===== src/rw_gen_defs.svh =====
// Width, depth and threshold macros for the read/write request generator
`ifndef RW_GEN_DEFS_SVH
`define RW_GEN_DEFS_SVH

// Datapath widths
`define RW_DATA_W 32
`define RW_ADDR_W 32
`define RW_COUNT_W 16
`define RW_ID_W 2

// FIFO sizing
`define RW_FIFO_DEPTH 16
`define RW_PROG_THRESH 8

// Destination module id that marks a setup response
`define RW_SETUP_MODULE 1

`endif


===== src/rw_gen_pkg.sv =====
// Package with opcode, state and buffer enums plus route, config and packet structs
`include "rw_gen_defs.svh"

package rw_gen_pkg;

    // --------------------------------------------------
    // Enumerations
    // --------------------------------------------------
    typedef enum logic {
        OP_READ  = 1'b0,
        OP_WRITE = 1'b1
    } rw_op_e;

    typedef enum logic [2:0] {
        RESET = 3'd0,
        IDLE  = 3'd1,
        START = 3'd2,
        BUSY  = 3'd3,
        PAUSE = 3'd4,
        DRAIN = 3'd5,
        DONE  = 3'd6
    } rw_state_e;

    // Class of a response handed back to the engine
    typedef enum logic {
        BUF_SETUP = 1'b0,
        BUF_DATA  = 1'b1
    } buffer_e;

    // --------------------------------------------------
    // Structures
    // --------------------------------------------------
    typedef struct packed {
        logic [`RW_ID_W-1:0] src_module;
        logic [`RW_ID_W-1:0] dst_module;
    } route_t;

    // One job, sampled on the configuration pulse
    typedef struct packed {
        rw_op_e                 op;
        logic [`RW_ADDR_W-1:0]  base_addr;
        logic [`RW_ADDR_W-1:0]  stride;
        logic [`RW_COUNT_W-1:0] item_count;
        logic                   wait_responses;
        route_t                 route;
    } rw_config_t;

    // Shared by engine items, memory requests and memory responses
    typedef struct packed {
        logic                  valid;
        rw_op_e                op;
        logic [`RW_ADDR_W-1:0] address;
        logic [`RW_DATA_W-1:0] data;
        route_t                route;
        buffer_e               buffer;
    } mem_packet_t;

endpackage


===== src/memory_response_path.sv =====
// Memory response retag pipeline and outstanding read counter
`timescale 1ns/1ps
`include "rw_gen_defs.svh"

module memory_response_path (
    input  logic                    ap_clk,
    input  logic                    areset_generator,
    input  rw_gen_pkg::mem_packet_t mem_response_in,
    input  rw_gen_pkg::mem_packet_t issued_request,
    output rw_gen_pkg::mem_packet_t engine_response_out,
    output logic                    outstanding_zero
);
    import rw_gen_pkg::*;

    localparam logic [`RW_ID_W-1:0] SETUP_ID = `RW_SETUP_MODULE;

    mem_packet_t            resp_reg;
    mem_packet_t            retagged;
    logic [`RW_COUNT_W-1:0] outstanding;
    logic                   read_issued;
    logic                   resp_seen;

    // --------------------------------------------------
    // Two-cycle retag pipeline
    // --------------------------------------------------
    always_ff @(posedge ap_clk) begin
        if (areset_generator) begin
            resp_reg.valid <= 1'b0;
        end else begin
            resp_reg.valid <= mem_response_in.valid;
        end
        resp_reg.op      <= mem_response_in.op;
        resp_reg.address <= mem_response_in.address;
        resp_reg.data    <= mem_response_in.data;
        resp_reg.route   <= mem_response_in.route;
        resp_reg.buffer  <= mem_response_in.buffer;
    end

    always_comb begin
        retagged        = resp_reg;
        retagged.buffer = (resp_reg.route.dst_module == SETUP_ID) ? BUF_SETUP : BUF_DATA;
    end

    always_ff @(posedge ap_clk) begin
        if (areset_generator) begin
            engine_response_out.valid <= 1'b0;
        end else begin
            engine_response_out.valid <= retagged.valid;
        end
        engine_response_out.op      <= retagged.op;
        engine_response_out.address <= retagged.address;
        engine_response_out.data    <= retagged.data;
        engine_response_out.route   <= retagged.route;
        engine_response_out.buffer  <= retagged.buffer;
    end

    // --------------------------------------------------
    // Outstanding reads
    // --------------------------------------------------
    assign read_issued = issued_request.valid && (issued_request.op == OP_READ);
    assign resp_seen   = mem_response_in.valid;

    always_ff @(posedge ap_clk) begin
        if (areset_generator) begin
            outstanding <= '0;
        end else begin
            case ({read_issued, resp_seen})
                2'b10: outstanding <= outstanding + 1'b1;
                2'b01: begin
                    // Stray responses do not wrap the count
                    if (outstanding != '0) begin
                        outstanding <= outstanding - 1'b1;
                    end
                end
                default: outstanding <= outstanding;
            endcase
        end
    end

    // A read leaving this cycle is already counted as outstanding
    assign outstanding_zero = (outstanding == '0) && !read_issued;

endmodule


===== src/packet_fifo.sv =====
// Synchronous first-word-fall-through packet FIFO with empty and prog_full flags
`timescale 1ns/1ps
`include "rw_gen_defs.svh"

module packet_fifo (
    input  logic                    ap_clk,
    input  logic                    areset_generator,
    input  logic                    push,
    input  rw_gen_pkg::mem_packet_t push_data,
    input  logic                    pop,
    output rw_gen_pkg::mem_packet_t pop_data,
    output logic                    empty,
    output logic                    prog_full
);
    import rw_gen_pkg::*;

    localparam int PTR_W = $clog2(`RW_FIFO_DEPTH);
    localparam logic [PTR_W:0] FULL_LEVEL = `RW_FIFO_DEPTH;
    localparam logic [PTR_W:0] PROG_LEVEL = `RW_PROG_THRESH;

    mem_packet_t      storage [`RW_FIFO_DEPTH];
    logic [PTR_W-1:0] wr_ptr;
    logic [PTR_W-1:0] rd_ptr;
    logic [PTR_W:0]   count;
    logic             do_push;
    logic             do_pop;

    // A push into a full FIFO is dropped
    assign do_push = push && (count != FULL_LEVEL);
    assign do_pop  = pop && !empty;

    always_ff @(posedge ap_clk) begin
        if (areset_generator) begin
            wr_ptr <= '0;
            rd_ptr <= '0;
            count  <= '0;
        end else begin
            if (do_push) begin
                wr_ptr <= wr_ptr + 1'b1;
            end
            if (do_pop) begin
                rd_ptr <= rd_ptr + 1'b1;
            end
            case ({do_push, do_pop})
                2'b10:   count <= count + 1'b1;
                2'b01:   count <= count - 1'b1;
                default: count <= count;
            endcase
        end
    end

    always_ff @(posedge ap_clk) begin
        if (do_push) begin
            storage[wr_ptr] <= push_data;
        end
    end

    // Head entry is visible before the pop
    assign pop_data  = storage[rd_ptr];
    assign empty     = (count == '0);
    assign prog_full = (count >= PROG_LEVEL);

endmodule


===== src/rw_address_kernel.sv =====
// Two-stage address kernel that turns popped engine items into memory requests
`timescale 1ns/1ps
`include "rw_gen_defs.svh"

module rw_address_kernel (
    input  logic                    ap_clk,
    input  logic                    areset_generator,
    input  logic                    active,
    input  rw_gen_pkg::rw_config_t  job,
    input  logic                    item_valid,
    input  rw_gen_pkg::mem_packet_t item,
    output rw_gen_pkg::mem_packet_t request,
    output logic                    idle
);
    import rw_gen_pkg::*;

    logic                   s1_valid;
    mem_packet_t            s1_item;
    logic [`RW_COUNT_W-1:0] s1_index;
    logic [`RW_COUNT_W-1:0] item_index;

    // --------------------------------------------------
    // Stage one captures the item and its index
    // --------------------------------------------------
    always_ff @(posedge ap_clk) begin
        if (areset_generator) begin
            s1_valid   <= 1'b0;
            item_index <= '0;
        end else begin
            s1_valid <= item_valid;
            if (!active) begin
                item_index <= '0;
            end else if (item_valid) begin
                item_index <= item_index + 1'b1;
            end
        end
        s1_item  <= item;
        s1_index <= item_index;
    end

    // --------------------------------------------------
    // Stage two builds the request
    // --------------------------------------------------
    always_ff @(posedge ap_clk) begin
        if (areset_generator) begin
            request.valid <= 1'b0;
        end else begin
            request.valid <= s1_valid;
        end
        request.op               <= job.op;
        request.address          <= job.base_addr + (`RW_ADDR_W'(s1_index) * job.stride);
        request.data             <= s1_item.data;
        request.route.src_module <= s1_item.route.src_module;
        request.route.dst_module <= job.route.dst_module;
        request.buffer           <= BUF_DATA;
    end

    assign idle = !s1_valid && !request.valid;

endmodule


===== src/rw_gen_control.sv =====
// Job FSM with input pop decision, item counting and done pulse
`timescale 1ns/1ps
`include "rw_gen_defs.svh"

module rw_gen_control (
    input  logic                   ap_clk,
    input  logic                   areset_generator,
    input  logic                   config_valid,
    input  rw_gen_pkg::rw_config_t config_in,
    input  logic                   in_empty,
    input  logic                   req_prog_full,
    input  logic                   req_empty,
    input  logic                   kernel_idle,
    input  logic                   outstanding_zero,
    output rw_gen_pkg::rw_config_t job,
    output logic                   active,
    output logic                   in_pop,
    output logic                   done
);
    import rw_gen_pkg::*;

    rw_state_e              state;
    rw_state_e              next_state;
    logic [`RW_COUNT_W-1:0] pop_count;
    logic                   items_left;
    logic                   drained;

    assign items_left = (pop_count < job.item_count);

    // Everything issued and, if asked, every read answered
    assign drained = in_empty && req_empty && kernel_idle &&
                     (outstanding_zero || !job.wait_responses);

    // --------------------------------------------------
    // State register and next state
    // --------------------------------------------------
    always_ff @(posedge ap_clk) begin
        if (areset_generator) begin
            state <= RESET;
        end else begin
            state <= next_state;
        end
    end

    always_comb begin
        next_state = state;
        case (state)
            RESET: next_state = IDLE;
            IDLE: begin
                if (config_valid) begin
                    next_state = START;
                end
            end
            START: next_state = BUSY;
            BUSY: begin
                if (!items_left) begin
                    next_state = DRAIN;
                end else if (req_prog_full) begin
                    next_state = PAUSE;
                end
            end
            PAUSE: begin
                if (!req_prog_full) begin
                    next_state = BUSY;
                end
            end
            DRAIN: begin
                if (drained) begin
                    next_state = DONE;
                end
            end
            DONE: next_state = IDLE;
            default: next_state = RESET;
        endcase
    end

    // --------------------------------------------------
    // Job latch and pop counter
    // --------------------------------------------------
    always_ff @(posedge ap_clk) begin
        if (state == IDLE && config_valid) begin
            job <= config_in;
        end
    end

    always_ff @(posedge ap_clk) begin
        if (areset_generator) begin
            pop_count <= '0;
        end else if (state == START) begin
            pop_count <= '0;
        end else if (in_pop) begin
            pop_count <= pop_count + 1'b1;
        end
    end

    assign active = (state == START) || (state == BUSY) || (state == PAUSE) ||
                    (state == DRAIN);
    assign in_pop = (state == BUSY) && !in_empty && items_left && !req_prog_full;
    assign done   = (state == DONE);

endmodule


===== src/rw_gen_top.sv =====
// Top level joining input FIFO, address kernel, request FIFO, response path and control
`timescale 1ns/1ps

module rw_gen_top (
    input  logic                    ap_clk,
    input  logic                    areset_generator,
    input  logic                    config_valid,
    input  rw_gen_pkg::rw_config_t  config_in,
    input  rw_gen_pkg::mem_packet_t engine_in,
    input  logic                    mem_ready,
    input  rw_gen_pkg::mem_packet_t mem_response_in,
    output rw_gen_pkg::mem_packet_t mem_request_out,
    output rw_gen_pkg::mem_packet_t engine_response_out,
    output logic                    done
);
    import rw_gen_pkg::*;

    rw_config_t  job;
    logic        active;
    logic        in_pop;
    logic        in_empty;
    mem_packet_t in_item;
    mem_packet_t kernel_request;
    logic        kernel_idle;
    logic        req_pop;
    logic        req_empty;
    logic        req_prog_full;
    mem_packet_t req_head;
    logic        outstanding_zero;

    // --------------------------------------------------
    // Engine items in, requests out
    // --------------------------------------------------
    packet_fifo u_input_fifo (
        .ap_clk           (ap_clk),
        .areset_generator (areset_generator),
        .push             (engine_in.valid),
        .push_data        (engine_in),
        .pop              (in_pop),
        .pop_data         (in_item),
        .empty            (in_empty),
        .prog_full        ()
    );

    rw_address_kernel u_kernel (
        .ap_clk           (ap_clk),
        .areset_generator (areset_generator),
        .active           (active),
        .job              (job),
        .item_valid       (in_pop),
        .item             (in_item),
        .request          (kernel_request),
        .idle             (kernel_idle)
    );

    assign req_pop = mem_ready && !req_empty;

    packet_fifo u_request_fifo (
        .ap_clk           (ap_clk),
        .areset_generator (areset_generator),
        .push             (kernel_request.valid),
        .push_data        (kernel_request),
        .pop              (req_pop),
        .pop_data         (req_head),
        .empty            (req_empty),
        .prog_full        (req_prog_full)
    );

    // Request output is valid one cycle after the pop
    always_ff @(posedge ap_clk) begin
        if (areset_generator) begin
            mem_request_out.valid <= 1'b0;
        end else begin
            mem_request_out.valid <= req_pop;
        end
        mem_request_out.op      <= req_head.op;
        mem_request_out.address <= req_head.address;
        mem_request_out.data    <= req_head.data;
        mem_request_out.route   <= req_head.route;
        mem_request_out.buffer  <= req_head.buffer;
    end

    // --------------------------------------------------
    // Responses and job control
    // --------------------------------------------------
    memory_response_path u_response_path (
        .ap_clk              (ap_clk),
        .areset_generator    (areset_generator),
        .mem_response_in     (mem_response_in),
        .issued_request      (mem_request_out),
        .engine_response_out (engine_response_out),
        .outstanding_zero    (outstanding_zero)
    );

    rw_gen_control u_control (
        .ap_clk           (ap_clk),
        .areset_generator (areset_generator),
        .config_valid     (config_valid),
        .config_in        (config_in),
        .in_empty         (in_empty),
        .req_prog_full    (req_prog_full),
        .req_empty        (req_empty),
        .kernel_idle      (kernel_idle),
        .outstanding_zero (outstanding_zero),
        .job              (job),
        .active           (active),
        .in_pop           (in_pop),
        .done             (done)
    );

endmodule

===== config.mk =====
export PLATFORM = sky130hd
export DESIGN_NAME = rw_gen_top
export DESIGN_NICKNAME = d
export VERILOG_FILES = /design/src/rw_gen_pkg.sv /design/src/memory_response_path.sv /design/src/packet_fifo.sv /design/src/rw_address_kernel.sv /design/src/rw_gen_control.sv /design/src/rw_gen_top.sv
export VERILOG_INCLUDE_DIRS = /design/src /design/src/src
export SDC_FILE = /design/constraint.sdc
export NUM_CORES = 2
export LEC_CHECK = 0
export ABC_AREA = 1
export CORE_UTILIZATION = 50
export CTS_BUF_LIST = sky130_fd_sc_hd__clkbuf_8
export CTS_CLUSTER_SIZE = 28
export DETAILED_ROUTE_END_ITERATION = 12
export DONT_BUFFER_PORTS = 1
export SLEW_MARGIN = 0
export SYNTH_ARGS = -nofsm -noshare
export SYNTH_HDL_FRONTEND = slang
export SYNTH_SLANG_ARGS = --single-unit

===== constraint.sdc =====
create_clock -name ap_clk -period 9.9 [get_ports ap_clk]
set_input_delay 2.475 -clock ap_clk [delete_from_list [all_inputs] [get_ports ap_clk]]
set_output_delay 2.475 -clock ap_clk [all_outputs]
set_load 0.03 [all_outputs]

==> impl_metrics.py <==
metrics = {
    "outcome": {
        "status": "finished, final reports clean",
    },
    "hold_path": {
        "min_from": "u_response_path.resp_reg[61]",
        "worstHoldEndpoint": "u_response_path.engine_response_out[61]",
        "hold_path_depth": 0,
        "min_path_type": "register to register",
    },
    "synthesis": {
        "yosysWarnings": 0,
        "synth_cell_types": 56,
        "yosysTopAreaCell": "edfxtp_1",
        "ys_seq_area_share_pct": 66.29,
        "synth_commonest_cells": "edfxtp_1 (1732), nand2_1 (964), nor2_1 (812)",
        "synth_area_leaders": "edfxtp_1 (57%), dfxtp_1 (9.0%), fa_1 (7.4%)",
        "synth_top_area_share_pct": 57.28,
        "yosysMostFrequentCell": "edfxtp_1",
        "async_flop_share_pct": 0,
        "ys_ff_latch": 2141,
        "ys.flop_type": "edfxtp_1",
        "postSynthCellCount": 7389,
        "syn_area_per_cell_um2": 12.29,
        "synth_nets": 8075,
        "netlist_area_mm2": 0.09080,
        "synth_edf_count": 1732,
    },
    "flow_run": {
        "cap_violations": 0,
    },
    "power_and_ir_drop": {
        "cellInternalPower_uw": 15400,
        "switchingPower_uw": 6653,
        "peakVddDrop_uv": 162.3,
        "combPwrFrac_pct": 14.4,
        "seqPwrFrac_pct": 51.3,
        "p_total_uw": 22060,
        "clock_power_share_pct": 34.3,
        "swShare_pct": 30.16,
        "p_per_area_mw_per_mm2": 220.8,
        "leakagePower_uw": 0.03758,
    },
    "sta": {
        "layout_setup_ws_ns": 3.094,
        "hold_ws_ns": 0.2612,
        "setup-violations-final": 0,
        "min_period_over_period_pct": 68.75,
        "period_minus_slack_ns": 6.806,
        "drv_slew": 0,
        "final_hold_viol_count": 0,
        "tightest_slew_ns": 1.245,
        "setup_tns_ns": 0,
        "finClkSkew_ns": 0.1020,
        "rsz0062_at_grt": "no",
        "fmax_ghz": 0.1469,
        "relSlewSlack_pct": 16.99,
    },
    "worst_setup_path": {
        "r2r_end": "u_kernel.request[59]",
        "critPathKind": "register to register",
        "worstPathCellList": "buf_4, nand2_1, fa_1, fa_1, fa_1, inv_1, fa_1, fa_1, inv_1, fa_1, inv_1, ha_1, nand2_1, nor4_1, nand4_1, nand3_1, xor2_1",
        "crit_path_frequent_cell": "fa_1",
        "cp_slowest_stage_delay_ns": 0.95,
        "crit_family": "adder cells",
        "critPathBufInv": 4,
        "worstPathArrival_ns": 7.67,
        "start_kind": "register",
        "crit_path_top_delay_cell": "dfxtp_1",
        "endpoint_kind": "register",
        "r2r-start": "u_kernel.s1_index[1]",
        "r2r_cells": 17,
        "rrSetupSlack_ns": 3.09,
        "path_max_fanout": 16,
        "cp.required_ns": 10.77,
    },
    "place": {
        "dpl.cell_count": 9414,
        "place_congestion": 0.8215,
        "hpwl_um": 124500,
        "dp_slack_ns": 3.201,
        "numPortBuffers": 0,
    },
    "route": {
        "wl_per_cell_um": 22.90,
        "dr.pass1.iters": 6,
        "drc": 0,
        "first_iter_violations": 4578,
        "ant_nets": 0,
        "vias_per_cell": 5.646,
        "vias": 56830,
        "routed_wirelength_um": 230500,
    },
    "floorplanning": {
        "ios": 375,
        "num_rows": 156,
        "die_h_um": 428.2,
        "dieArea_mm2": 0.1833,
        "die_w_um": 428.2,
        "start_util_pct": 50.29,
        "core_mm2": 0.1805,
    },
    "clock_network": {
        "clkSlewWorstSetupHoldPaths_ns": 0.06,
        "cts_tree": "yes",
        "cts-htree-levels": 5,
        "clock_sinks": 2141,
        "cts_resized": 0,
        "cts_root_buf": "clkbuf_8",
        "cts_setup_buffers": 0,
        "cts.path.max_buffers": 4,
        "cts_buffers": 361,
        "holdBufCountCts": 0,
        "clkLatencyLatePin_ns": 1.06,
    },
    "global_routing": {
        "grt_max_degree": 251,
        "track_usage_pct": 24.90,
        "first_global_vias": 56150,
        "antenna_found_initial": 13,
        "grt_pass1_wl_um": 344600,
        "grt.overflow.total": 0,
    },
    "final_layout": {
        "num-nets-final": 8093,
        "fillers": 14970,
        "multi_input_area_mm2": 0.02620,
        "seq_area_mm2": 0.06023,
        "drive_gt1_share_pct": 8.285,
        "top_regs": "u_request_fifo.storage: 1104 flops, u_input_fifo.storage: 544 flops, u_control.job: 84 flops",
        "largest_reg_flops": 1104,
        "stdcell_count": 10070,
        "top_register": "u_request_fifo.storage",
        "synthToLayoutAreaGrowth_pct": 10.01,
    },
}
[power by group through the flow]
| stage | registers (uW) | clock network, uW | logic [uW] |
|---|---|---|---|
| after floorplan | 11200 | 0 | 2320 |
| after global placement | 11500 | 0 | 3110 |
| after detailed placement | 11500 | 0 | 3190 |
| after CTS | 11300 | 7760 | 3200 |
| after global routing | 11400 | 8140 | 3540 |
| final | 11300 | 7570 | 3180 |
[routing by layer]
| layer | track usage [%] | part of all wire [%] | vias to the layer above |
|---|---|---|---|
| li1 | - | - | 25810 |
| met1 | 33.90 | 42 | 28410 |
| met2 | 40.47 | 48 | 2152 |
| met3 | 4.493 | 7.6 | 458 |
| met4 | 8.321 | 2.9 | 2 |
| met5 | 0 | 0.0052 | - |
[through the flow]
| step | cell area, um^2 | utilization [%] |
|---|---|---|
| 6_report | 99890 | 55.33 |
| 5_1_grt | 99880 | 55.32 |
| 4_1_cts | 99870 | 55.31 |
| 3_5_place_dp | 92910 | 51.46 |
| 3_3_place_gp | 92910 | 51.46 |
| 2_1_floorplan | 90800 | - |
[placed cells by master (no fill, tap or decap), drive strengths merged, types with 19 or more instances in the layout]
cell type	count
edfxtp	1732
nand2	965
inv	882
nor2	813
o21ai	796
clkbuf	417
dfxtp	409
fa	337
o221ai	229
a21oi	204
nand3	192
ha	117
o22ai	115
buf	90
o211ai	78
clkinv	76
xor2	48
nand4	40
a221oi	39
xnor2	26
nor3	19
[how the worst max path moves through the flow]
stage	slack [ns]	to	start	cells after the start
after floorplan	1.08	u_control.job[0]	config_valid	2
after global placement	3.24	u_kernel.request[62]	u_kernel.s1_index[1]	20
after detailed placement	3.20	u_kernel.request[62]	u_kernel.s1_index[1]	20
after CTS	3.19	u_kernel.request[62]	u_kernel.s1_index[1]	20
after global routing	2.87	u_kernel.request[62]	u_kernel.s1_index[1]	20
final	3.09	u_kernel.request[59]	u_kernel.s1_index[1]	17
[cell type report]
type | instances | area share, %
multi-input combinational | 4068 | 26.22
clock buffer | 417 | 5.746
inverter | 745 | 2.823
timing repair buffer | 90 | 0.7015
antenna | 8 | 0.02004
clock inverter | 228 | 1.224
sequential | 2141 | 60.29
tap | 2370 | 2.969
[kinds of logic after synthesis]
logic type	share of synthesized area [%]
AO/OA/AOI/OAI	9.803
XOR/XNOR	0.7138
adder cells (fa/ha/maj)	9.042
buffers and inverters	5.136
flip-flops	66.29
other	0.004130
AND/OR/NAND/NOR	9.007
(Power assumes the default switching activity.)
